==> src/common/eth_settings.svh <==
`ifndef ETH_SETTINGS_SVH
`define ETH_SETTINGS_SVH

// Frame store size in bytes, must stay a power of two
`define ETH_FIFO_DEPTH 2048

// Legal frame length in bytes, destination address up to and including the FCS
`define ETH_MIN_FRAME 64
`define ETH_MAX_FRAME 1518

// CRC-32 polynomial in LSB-first form
`define ETH_CRC_POLY 32'hEDB88320

// Register value left behind by a good frame plus its own FCS
`define ETH_CRC_RESIDUE 32'hDEBB20E3

// Width of every statistics counter
`define ETH_CNT_WIDTH 16

`endif

==> src/common/eth_pkg.sv <==
`include "eth_settings.svh"

package eth_pkg;

    // One GMII receive sample per clock
    typedef struct packed {
        logic [7:0] data;                       // Receive byte
        logic       dv;                         // Data valid, high for the whole frame
        logic       er;                         // Receive error from the PHY
    } phy_rx_t;

    // End-of-frame verdict from the MAC
    typedef enum logic [2:0] {
        RX_OK       = 3'd0,                     // Frame passed every check
        RX_FCS_ERR  = 3'd1,                     // CRC residue mismatch
        RX_PHY_ERR  = 3'd2,                     // er seen during the frame
        RX_LEN_ERR  = 3'd3,                     // Runt or oversize frame
        RX_OVERFLOW = 3'd4                      // Frame did not fit in the store
    } rx_status_t;

    // MAC to frame FIFO beat
    typedef struct packed {
        logic [7:0] data;
        logic       last;                       // Final non-FCS byte of the frame
        rx_status_t status;                     // Only meaningful with last
    } mac_beat_t;

    // Output stream byte
    typedef struct packed {
        logic [7:0] data;
        logic       last;
    } axis_byte_t;

    // Per-cause frame counters, all wrap
    typedef struct packed {
        logic [`ETH_CNT_WIDTH-1:0] frames_ok;
        logic [`ETH_CNT_WIDTH-1:0] frames_fcs_err;
        logic [`ETH_CNT_WIDTH-1:0] frames_phy_err;
        logic [`ETH_CNT_WIDTH-1:0] frames_len_err;
        logic [`ETH_CNT_WIDTH-1:0] frames_overflow;
    } rx_stats_t;

endpackage

==> src/rx_mac/rx_crc32.sv <==
`timescale 1ns/10ps

`include "eth_settings.svh"

module rx_crc32 (
    input  logic       clk,
    input  logic       reset_n,
    input  logic       clear,                   // Start of a new frame
    input  logic       byte_en,                 // data holds a frame byte
    input  logic [7:0] data,
    output logic       crc_ok                   // Residue reached
);

    logic [31:0] crc_q;                         // Running CRC, LSB-first form

    // Push one byte through the register, bit 0 of the byte goes first
    function automatic logic [31:0] crc_byte(input logic [31:0] crc_in,
                                             input logic [7:0]  byte_in);
        logic [31:0] c;
        c = crc_in;
        for (int i = 0; i < 8; i++) begin
            if (c[0] ^ byte_in[i]) begin
                c = (c >> 1) ^ `ETH_CRC_POLY;   // Feedback taps
            end else begin
                c = c >> 1;
            end
        end
        return c;
    endfunction

    always_ff @(posedge clk) begin
        if (!reset_n) begin
            crc_q <= '1;                        // Preset value
        end else if (clear) begin
            crc_q <= '1;                        // Reload at SFD
        end else if (byte_en) begin
            crc_q <= crc_byte(crc_q, data);
        end
    end

    // Data and FCS together leave the fixed residue, no final inversion needed
    assign crc_ok = (crc_q == `ETH_CRC_RESIDUE);

endmodule

==> src/rx_mac/rx_mac.sv <==
`timescale 1ns/10ps

`include "eth_settings.svh"

module rx_mac import eth_pkg::*; (
    input  logic      clk,
    input  logic      reset_n,
    input  phy_rx_t   phy_in,                   // GMII receive sample
    output mac_beat_t mac_beat,                 // Frame bytes without preamble and FCS
    output logic      mac_valid
);

    localparam logic [7:0] PRE_BYTE = 8'h55;    // Preamble pattern
    localparam logic [7:0] SFD_BYTE = 8'hD5;    // Start frame delimiter
    localparam int         CNT_W    = 11;       // Enough for the longest legal frame
    localparam logic [CNT_W-1:0] CNT_SAT = '1;  // Counter sticks here on giant frames

    typedef enum logic {
        IDLE,                                   // Hunting for the SFD
        PAYLOAD                                 // Receiving frame bytes
    } state_t;

    state_t           state_q;
    logic [4:0][7:0]  dly_q;                    // [0] newest byte, [4] oldest
    logic [CNT_W-1:0] cnt_q;                    // Bytes seen since the SFD
    logic             er_q;                     // er seen in this frame
    logic             junk_q;                   // Burst without a clean preamble
    logic             sfd_seen;
    logic             frame_byte;
    logic             frame_end;
    logic             crc_ok;
    rx_status_t       end_status;

    // SFD only counts while the burst so far has been pure preamble
    assign sfd_seen   = (state_q == IDLE) && phy_in.dv && !junk_q &&
                        (phy_in.data == SFD_BYTE);
    assign frame_byte = (state_q == PAYLOAD) && phy_in.dv;
    assign frame_end  = (state_q == PAYLOAD) && !phy_in.dv;     // First cycle after the frame

    rx_crc32 u_rx_crc32 (
        .clk     (clk),
        .reset_n (reset_n),
        .clear   (sfd_seen),
        .byte_en (frame_byte),
        .data    (phy_in.data),
        .crc_ok  (crc_ok)
    );

    // Verdict, PHY error beats length error beats FCS error
    always_comb begin
        if (er_q) begin
            end_status = RX_PHY_ERR;
        end else if ((cnt_q < `ETH_MIN_FRAME) || (cnt_q > `ETH_MAX_FRAME)) begin
            end_status = RX_LEN_ERR;            // Also covers runts shorter than the FCS
        end else if (!crc_ok) begin
            end_status = RX_FCS_ERR;
        end else begin
            end_status = RX_OK;
        end
    end

    // Control path
    always_ff @(posedge clk) begin
        if (!reset_n) begin
            state_q   <= IDLE;
            cnt_q     <= '0;
            er_q      <= 1'b0;
            junk_q    <= 1'b0;
            mac_valid <= 1'b0;
        end else begin
            mac_valid <= 1'b0;                  // Single-cycle beats
            case (state_q)
                IDLE: begin
                    if (!phy_in.dv) begin
                        junk_q <= 1'b0;         // Gap rearms the hunt
                    end else if ((phy_in.data != PRE_BYTE) &&
                                 (phy_in.data != SFD_BYTE)) begin
                        junk_q <= 1'b1;         // Ignore the rest of this burst
                    end
                    if (sfd_seen) begin
                        state_q <= PAYLOAD;
                        cnt_q   <= '0;
                        er_q    <= 1'b0;
                    end
                end
                PAYLOAD: begin
                    if (phy_in.dv) begin
                        if (cnt_q != CNT_SAT) begin
                            cnt_q <= cnt_q + 1'b1;
                        end
                        if (phy_in.er) begin
                            er_q <= 1'b1;
                        end
                        // Delay line full, oldest byte is clear of the FCS
                        if (cnt_q >= CNT_W'(5)) begin
                            mac_valid <= 1'b1;
                        end
                    end else begin
                        mac_valid <= 1'b1;      // Closing beat with the verdict
                        state_q   <= IDLE;
                    end
                end
                default: begin
                    state_q <= IDLE;
                end
            endcase
        end
    end

    // Data path, the four youngest bytes are the FCS candidate
    always_ff @(posedge clk) begin
        if (frame_byte) begin
            dly_q <= {dly_q[3:0], phy_in.data};
        end
        mac_beat.data   <= dly_q[4];            // Last non-FCS byte when the frame ends
        mac_beat.last   <= frame_end;
        mac_beat.status <= frame_end ? end_status : RX_OK;
    end

endmodule

==> config.mk <==
export PLATFORM = sky130hd
export DESIGN_NAME = rx_mac
export DESIGN_NICKNAME = d
export VERILOG_FILES = /design/src/common/eth_pkg.sv /design/src/rx_mac/rx_crc32.sv /design/src/rx_mac/rx_mac.sv
export VERILOG_INCLUDE_DIRS = /design/src /design/src/common
export SDC_FILE = /design/constraint.sdc
export NUM_CORES = 1
export LEC_CHECK = 0
export ABC_CLOCK_PERIOD_IN_PS = 2500
export BUFFER_PORTS_ARGS = -buffer_cell sky130_fd_sc_hd__buf_2
export CELL_PAD_IN_SITES_DETAIL_PLACEMENT = 1
export CELL_PAD_IN_SITES_GLOBAL_PLACEMENT = 1
export CORE_ASPECT_RATIO = 1.25
export CORE_MARGIN = 1
export CORE_UTILIZATION = 49
export CTS_CLUSTER_DIAMETER = 80
export CTS_CLUSTER_SIZE = 14
export DETAILED_ROUTE_END_ITERATION = 8
export GPL_TIMING_DRIVEN = 0
export PLACE_DENSITY = 0.83
export SLEW_MARGIN = 20
export SYNTH_ARGS = -nofsm -noshare
export SYNTH_HDL_FRONTEND = slang
export SYNTH_HIERARCHICAL = 1
export SYNTH_SLANG_ARGS = --single-unit
==> constraint.sdc <==
create_clock -name clk -period 2.5 [get_ports clk]
set_input_delay 0.25 -clock clk [delete_from_list [all_inputs] [get_ports clk]]
set_output_delay 0.25 -clock clk [all_outputs]
set_load 0.05 [all_outputs]
==> results of run 1 <==
[cell usage after synthesis (all sizes together), types with 2 or more instances]
library cell / count
nor4b: 2
nor4: 4
a31oi: 5
a41oi: 2
a41o: 2
ha: 2
nor3: 3
xor2: 20
o21ai: 21
nand4: 5
nand4b: 2
nand3b: 2
inv: 7
dfxtp: 58
clkbuf: 11
nor2: 23
and4: 6
mux2i: 3
a21oi: 6
nor2b: 5
nand2: 36
a311oi: 3
edfxtp: 40
xnor2: 52
buf: 6
o32ai: 2
nand3: 6
o211ai: 14
[final timing paths]
kind,from,to,slack (ns)
worst max-delay path,state_q,u_rx_crc32/crc_q[3],0.33
worst min-delay path,phy_in[9],dly_q[7],0.12
worst max register to register,state_q,u_rx_crc32/crc_q[3],0.33
worst min register to register,dly_q[35],mac_beat[7],0.35
[cells by family (layout without fill, tap and decap cells)]
family,Yosys count,in the layout,share of synthesized area
adder cells (fa/ha/maj),2,2,0.00574
other,1,1,0.000860
multiplexers,3,3,0.00689
XOR/XNOR,73,73,0.192
AO/OA/AOI/OAI,63,63,0.106
AND/OR/NAND/NOR,101,101,0.122
flip-flops,98,98,0.542
buffers and inverters,25,65,0.0247
[routing by layer]
metal	up-vias	routed length, µm	global-route usage
li1	1376	-	-
met1	1479	4180	0.272
met2	69	5430	0.440
met3	30	305	0.0445
met4	0	458	0.144
met5	-	0	0
[power by group through the flow]
stage          registers, µW  logic (µW)  clock network [µW]
2_1_floorplan           1690         229                   0
3_3_place_gp            1690         286                   0
3_5_place_dp            1690         293                   0
4_1_cts                 1650         298                1110
5_1_grt                 1650         316                1180
6_report                1650         297                1100
[final cells by class]
type	instances	area (µm²)
tap	120	150
clock inverter	7	93.8
buffer	17	77.6
multi-input combinational	243	1890
fill	924	3790
inverter	8	30.0
clock buffer	9	124
sequential	98	2360
timing repair buffer	24	135
[through the flow]
stage                     instances  worst slack, ns  TNS (ns)  instance area [µm²]
after detailed placement        510           0.0752         0                 4640
after global placement          509           -0.634    -18.71                 4620
after floorplan                 366            0.248         0                 4360
after CTS                       526            0.313         0                 4860
after global routing            526            0.135         0                 4860
final                           526            0.332         0                 4860
[flip-flops by register name, summed over array words and instances, names as in the netlist]
| register | count |
|---|---|
| state_q | 1 |
| junk_q | 1 |
| mac_beat | 11 |
| er_q | 1 |
| cnt_q | 11 |
| u_rx_crc32/crc_q | 32 |
| mac_valid | 1 |
| dly_q | 40 |
[worst max-delay path: cells and delay by family, from the launching register on]
family	cells	cell delay, ns
buffers and inverters	3	1.11
AND/OR/NAND/NOR	2	0.28
flip-flops	1	0.39
multiplexers	1	0.25
==> impl_metrics.ini, run 1 <==
[outcome]
status = completed

[grt]
grt_max_degree = 37
grt_pass1_wl_um = 16800
antenna_found_initial = 0
globalRouteOverflowTotal = 0
grt_usage = 0.247
grt_pass1_vias = 3114

[timing]
fin_crit_sh = 0.867
finalCriticalPeriod_ns = 2.17
setup_viol = 0
slew_viol_final = 0
timing.hold.ws_ns = 0.120
worst_pin_slew_ns = 0.709
clock_skew_ns = 0.0139
max_freq_ghz = 0.461
slew_headroom = 0.523
hold_violations = 0
rsz0062_at_grt = false

[flow_run]
max_cap_violations = 0

[clock_tree]
clk_pin_slew_ns = 0.10
post_cts_buffers = 0
postCtsHoldBufs = 0
cts_tree = yes
cts_resized = 0
cts-root-buf = clkbuf_8
clock_sink_count = 98
cts_buffers = 9
htreeDepth = 3
clock_latency_ns = 0.37
clock_path_buffers = 2

[critical_path]
arrival_ns = 2.42
r2r_cells = 6
worstPathRequired_ns = 2.75
cp-start-kind = flip-flop
critical_path.max_fanout = 36
max_stage_delay_ns = 0.51
path_cells = nand2_1 -> inv_2 -> buf_12 -> clkbuf_1 -> mux2i_1 -> nand2_1
endpoint_kind = flip-flop
critical_path_class = flip-flop to flip-flop
cp_common_cell = nand2_1
crit_slowest_cell = clkbuf_1

[floorplan]
rows = 38
start_util = 0.504
die_h_um = 107
die_area_um2 = 9280
core-area_um2 = 8650
ioPinCount = 25
fp.dieW_um = 86.4

[min_path]
hold_depth = 1
hold_path.class = input pin to flip-flop

[power_and_ir_drop]
comb_power_share = 0.097
total_power_uw = 3050
clkPwrFrac = 0.360
ir_worst_vdd_mv = 0.280
cell_internal_pwr_uw = 2270
power_frac_seq = 0.543
switching_share = 0.254
p_per_area_nw_per_um2 = 626
p_sw_uw = 772
p_leak_uw = 0.00176

[yosys]
synth_edf_count = 40
synth_top_area_share = 0.276
synth_top_cell_by_area = edfxtp_1
yosys-top-cells-area = edfxtp_1 (28%), dfxtp_1 (27%), xnor2_1 (8.4%)
synthCells = 366
yosysWarnings = 6
synth-seq-cells = 98
synthFlopType = dfxtp_1
syn_avg_cell_area_um2 = 11.9
ys_types = 57
syn-num-nets = 380
ys_async_sr_fraction = 0
seq_area_frac_synth = 0.542
syn_area_um2 = 4360

[finish]
utilization = 0.562
area_delta_synth_final_pct = 11.5
final_cell_mix = dfxtp_1 (58), xnor2_1 (42), edfxtp_1 (40)
antenna_cells = 0
layout_commonest_cell = dfxtp_1
drive_gt1_frac = 0.177
nets = 415

[detailed_routing]
wire_per_inst_um = 19.7
drt_pass1_iterations = 4
route.detailed.drc = 0
ant_nets = 0
vias = 2954
routed_wirelength_um = 10400
drt-initial-drc-count = 81
viasPerCell = 5.62

[place]
portBuffers = 23
globalplace.congestion = 0.856
dp_hpwl_um = 7460
Note: power is estimated with default switching activity, not from simulation.
==> run 2: changes to the inputs <==
--- a/config.mk
+++ b/config.mk
@@ -17,7 +17,7 @@
 export CTS_CLUSTER_SIZE = 14
 export DETAILED_ROUTE_END_ITERATION = 8
 export GPL_TIMING_DRIVEN = 0
-export PLACE_DENSITY = 0.83
+export PLACE_DENSITY_LB_ADDON = 0.1
 export SLEW_MARGIN = 20
 export SYNTH_ARGS = -nofsm -noshare
 export SYNTH_HDL_FRONTEND = slang
==> run 2 against run 1 <==
  * First-iteration DRC count down 31%
  * Largest power group unchanged
  * Count of clock-buffer cells in the layout increased by 1
  * Combinational power about the same
  * Non-clock buffer count stayed put
  * Worst hold slack worse by 0.011 ns
  * Sequential share of layout area grew 0.48 points
  * Final cell count stayed put
  * Clock skew fell by 0.0020 ns
  * Core utilization is 0.55 points lower
  * Sequential power about the same
  * Register-to-register slack about the same
  * Final area down 0.98%
==> impl_metrics.ini, run 2 (synthesis results as in run 1) <==
[detailed_routing]
viasPerCell = 5.44
wire_per_inst_um = 18.0
route.detailed.drc = 0
vias = 2861
drt-initial-drc-count = 56
ant_nets = 0
routed_wirelength_um = 9490
drt_pass1_iterations = 4

[grt]
grt_pass1_vias = 3021
grt_usage = 0.229
antenna_found_initial = 0
grt_pass1_wl_um = 15600
grt_max_degree = 38
globalRouteOverflowTotal = 0

[finish]
fillers = 957
area_delta_synth_final_pct = 10.4
utilization = 0.556
final_cell_mix = dfxtp_1 (58), xnor2_1 (42), edfxtp_1 (40)
nets = 415
largest_register = dly_q
largest_reg_flops = 40
antenna_cells = 0
layout_commonest_cell = dfxtp_1
fin_area_um2 = 4810
top_regs = dly_q x40, u_rx_crc32/crc_q x32
drive_gt1_frac = 0.175

[critical_path]
critical_path.startpoint = state_q
r2r_start = state_q
worstPathRequired_ns = 2.75
cp_common_cell = nand2_1
arrival_ns = 2.42
endpoint_kind = flip-flop
crit_slowest_cell = clkbuf_1
cp-start-kind = flip-flop
max_stage_delay_ns = 0.49
critical_path.max_fanout = 37
critical_path_class = flip-flop to flip-flop
path_cells = nand2_1 -> inv_2 -> buf_12 -> clkbuf_1 -> mux2i_1 -> nand2_1

[timing]
clock_skew_ns = 0.0119
finalCriticalPeriod_ns = 2.16
worst_pin_slew_ns = 0.691
slew_headroom = 0.537
fin_tns_setup_ns = 0
fin_crit_sh = 0.865
max_freq_ghz = 0.462
hold_violations = 0
rsz0062_at_grt = false
slew_viol_final = 0
timing.hold.ws_ns = 0.109
setup_viol = 0

[power_and_ir_drop]
p_per_area_nw_per_um2 = 597
p_leak_uw = 0.00174
total_power_uw = 2880
ir_worst_vdd_mv = 0.349

[floorplan]
rows = 38
fp.dieW_um = 86.4
core-area_um2 = 8650
start_util = 0.504
ioPinCount = 25
die_h_um = 107
die_area_um2 = 9280

[clock_tree]
clock_latency_ns = 0.38
post_cts_buffers = 0
cts_resized = 0
cts_tree = yes
postCtsHoldBufs = 0
cts-root-buf = clkbuf_8
clock_path_buffers = 2
cts_buffers = 9
clk_pin_slew_ns = 0.10
htreeDepth = 3
clock_sink_count = 98

[outcome]
status = completed

[min_path]
hold_path_startpoint = phy_in[6]
hold_path.class = input pin to flip-flop

[place]
portBuffers = 23
place_area_um2 = 4640
dp_hpwl_um = 6910
globalplace.congestion = 0.847

[flow_run]
max_cap_violations = 0
[run 2: final timing paths]
path,to,slack (ns),depth (start not counted)
min reg2reg,mac_beat[8],0.35,0
min,dly_q[4],0.11,1
max reg2reg,u_rx_crc32/crc_q[3],0.34,6
max,u_rx_crc32/crc_q[3],0.34,6
[run 2: metal layers]
| layer | global-route usage | part of all wire | up-vias |
|---|---|---|---|
| li1 | - | - | 1369 |
| met1 | 0.257 | 0.41 | 1431 |
| met2 | 0.409 | 0.53 | 42 |
| met3 | 0.0445 | 0.022 | 19 |
| met4 | 0.117 | 0.031 | 0 |
| met5 | 0 | 0 | - |
[run 2: report_power, final]
| group | leakage [µW] | switching (µW) | internal, µW |
|---|---|---|---|
| Combinational | 0.000822 | 163 | 131 |
| Sequential | 0.000831 | 1.02 | 1650 |
| Clock | 0.0000883 | 561 | 367 |
[run 2: cell type report]
cell class                      instances  area (µm²)  area share
Clock buffer                           10         128      0.0265
Sequential cell                        98        2360       0.491
Buffer                                 17        77.6      0.0161
Tap cell                              120         150      0.0312
Inverter                                8        30.0     0.00624
Clock inverter                          6        42.5     0.00884
Timing Repair Buffer                   24         135      0.0281
Multi-Input combinational cell        243        1890       0.392
[run 2: worst max-delay path: cells and delay by family (launching register included)]
kind / cells / cell delay, ns
simple gates: 2 / 0.29
mux: 1 / 0.26
flops: 1 / 0.39
buf+inv: 3 / 1.09
[run 2: per-stage QoR]
| stage | cells | worst slack [ns] |
|---|---|---|
| 2_1_floorplan | 366 | 0.248 |
| 3_3_place_gp | 509 | -0.682 |
| 3_5_place_dp | 510 | 0.0939 |
| 4_1_cts | 526 | 0.327 |
| 5_1_grt | 526 | 0.148 |
| 6_report | 526 | 0.337 |
==> run 3: changes to the inputs <==
--- a/config.mk
+++ b/config.mk
@@ -6,18 +6,17 @@
 export SDC_FILE = /design/constraint.sdc
 export NUM_CORES = 1
 export LEC_CHECK = 0
+export ABC_AREA = 1
 export ABC_CLOCK_PERIOD_IN_PS = 2500
 export BUFFER_PORTS_ARGS = -buffer_cell sky130_fd_sc_hd__buf_2
-export CELL_PAD_IN_SITES_DETAIL_PLACEMENT = 1
-export CELL_PAD_IN_SITES_GLOBAL_PLACEMENT = 1
 export CORE_ASPECT_RATIO = 1.25
 export CORE_MARGIN = 1
-export CORE_UTILIZATION = 49
+export CORE_UTILIZATION = 60
 export CTS_CLUSTER_DIAMETER = 80
 export CTS_CLUSTER_SIZE = 14
 export DETAILED_ROUTE_END_ITERATION = 8
 export GPL_TIMING_DRIVEN = 0
-export PLACE_DENSITY_LB_ADDON = 0.1
+export PLACE_DENSITY = 0.78
 export SLEW_MARGIN = 20
 export SYNTH_ARGS = -nofsm -noshare
 export SYNTH_HDL_FRONTEND = slang
==> run 3 against run 2 <==
  * Fmax is 2.7% lower
  * Non-clock buffer count fell by 6
  * Final cell count increased by 30%
  * Power is 6.0% higher
  * Die area decreased by 9.6%
==> impl_metrics.ini, run 3 <==
[yosys]
syn_area_um2 = 4810
synthFlopType = dfxtp_1
syn_avg_cell_area_um2 = 8.74
synthCells = 551
yosysWarnings = 6
synth_most_common_cell = nand2_1
ys_types = 40
synth_top_area_share = 0.249
synth-seq-cells = 98
synth_edf_count = 40
synthTopCellsByCount = nand2_1 (145), dfxtp_1 (58), inv_1 (50)
seq_area_frac_synth = 0.491
ys_async_sr_fraction = 0
yosys-top-cells-area = edfxtp_1 (25%), dfxtp_1 (24%), nand2_1 (11%)
synth_top_cell_by_area = edfxtp_1
syn-num-nets = 565

[timing]
clock_skew_ns = 0.0132
fin_ws_ns = 0.277
fin_crit_sh = 0.889
worst_pin_slew_ns = 0.624
setup_viol = 0
slew_viol_final = 0
slew_headroom = 0.584
fin_tns_setup_ns = 0
timing.hold.ws_ns = 0.116
finalCriticalPeriod_ns = 2.22
max_freq_ghz = 0.450
rsz0062_at_grt = false
hold_violations = 0

[clock_tree]
clk_pin_slew_ns = 0.11
cts_buffers = 9
htreeDepth = 3
clock_path_buffers = 2
post_cts_buffers = 0
cts_resized = 0
clock_latency_ns = 0.37
postCtsHoldBufs = 0
cts_tree = yes
clock_sink_count = 98
cts-root-buf = clkbuf_8

[min_path]
hold_path_startpoint = phy_in[4]
hold_depth = 1
hold_path.class = input pin to flip-flop
hold_path_end = dly_q[2]

[finish]
nets = 599
largest_register = dly_q
area_delta_synth_final_pct = 9.43
top_regs = dly_q x40, u_rx_crc32/crc_q x32
largest_reg_flops = 40
final_cell_mix = nand2_1 (145), dfxtp_1 (58), inv_1 (49)
antenna_cells = 0
drive_gt1_frac = 0.176
fillers = 617
layout_commonest_cell = nand2_1

[detailed_routing]
viasPerCell = 5.64
vias = 3860
drt_pass1_iterations = 5
wire_per_inst_um = 15.9
route.detailed.drc = 0
ant_nets = 0
routed_wirelength_um = 10900
drt-initial-drc-count = 275

[place]
globalplace.congestion = 0.979
dp_hpwl_um = 7830
portBuffers = 23
dp_slack_ns = 0.0969

[critical_path]
r2r-end = u_rx_crc32/crc_q[30]
endpoint_kind = flip-flop
r2r_cells = 10
r2r_slack_ns = 0.28
critical_path.max_fanout = 10
cp-start-kind = flip-flop
worstPathRequired_ns = 2.74
r2r_start = state_q
critical_path_class = flip-flop to flip-flop
arrival_ns = 2.47

[power_and_ir_drop]
p_per_area_nw_per_um2 = 579
ir_worst_vdd_mv = 0.683
p_leak_uw = 0.00220
total_power_uw = 3050

[floorplan]
rows = 36
ioPinCount = 25
fp.dieW_um = 82.1
die_h_um = 102
start_util = 0.618
die_area_um2 = 8390
core-area_um2 = 7790

[grt]
grt_pass1_wl_um = 17400
grt_usage = 0.284
grt_pass1_vias = 3646
antenna_found_initial = 0
globalRouteOverflowTotal = 0
grt_max_degree = 42

[outcome]
status = completed

[flow_run]
max_cap_violations = 0
-- run 3: cell families (layout without fill, tap and decap cells) --
family | after synthesis | after routing | share of synthesized area
other cells | 1 | 1 | 0.000779
xor+xnor | 41 | 41 | 0.0988
compound gates | 77 | 77 | 0.0878
simple gates | 259 | 259 | 0.255
flops | 98 | 98 | 0.491
buf+inv | 73 | 112 | 0.0613
fa+ha+maj | 2 | 2 | 0.00520
-- run 3: layer usage --
metal	global-route usage	vias to the layer above	wire, µm
met5	0	-	0
met4	0.154	0	420
met3	0.0438	33	703
met2	0.502	164	5630
met1	0.322	1785	4160
li1	-	1878	-
-- run 3: worst max-delay path by stage --
stage                  from              endpoint  slack, ns  cells after the start
finish              state_q  u_rx_crc32/crc_q[30]       0.28                     10
detailed placement  state_q  u_rx_crc32/crc_q[30]        0.1                      7
CTS                 state_q  u_rx_crc32/crc_q[30]       0.07                      7
global route        state_q  u_rx_crc32/crc_q[30]       0.02                     10
floorplan           state_q  u_rx_crc32/crc_q[15]       0.26                      8
global placement    state_q  u_rx_crc32/crc_q[30]      -0.27                      7
-- run 3: power breakdown --
part           switching, µW  internal [µW]  leakage [µW]
logic                    197           99.0       0.00126
clock network            607            492      0.000107
registers               1.03           1650      0.000831
-- run 3: area by class of cell --
class | instances | area, µm² | share of cell area
clock inverters | 7 | 91.3 | 0.0173
flip-flops and latches | 98 | 2360 | 0.448
multi-input cells | 380 | 2160 | 0.409
clock buffers | 9 | 124 | 0.0235
repair buffers | 23 | 115 | 0.0218
well taps | 95 | 119 | 0.0226
inverters | 61 | 236 | 0.0449
plain buffers | 12 | 63.8 | 0.0121
-- run 3: per-stage QoR --
stage / util / instance area (µm²) / std cells
floorplan: - / 4810 / 551
global placement: 0.648 / 5050 / 669
detailed placement: 0.648 / 5050 / 669
CTS: 0.675 / 5260 / 685
global route: 0.676 / 5270 / 685
finish: 0.676 / 5270 / 685
-- run 3: critical path, cell delays in order (launching register included) --
cell and delay (ns):
dfxtp_1 0.44, inv_2 0.11, nand2_1 0.09, nor2_2 0.05, nand3_2 0.11, inv_1 0.07
nor2_2 0.41, inv_1 0.20, clkbuf_1 0.31, a21oi_1 0.19, o21ai_0 0.10
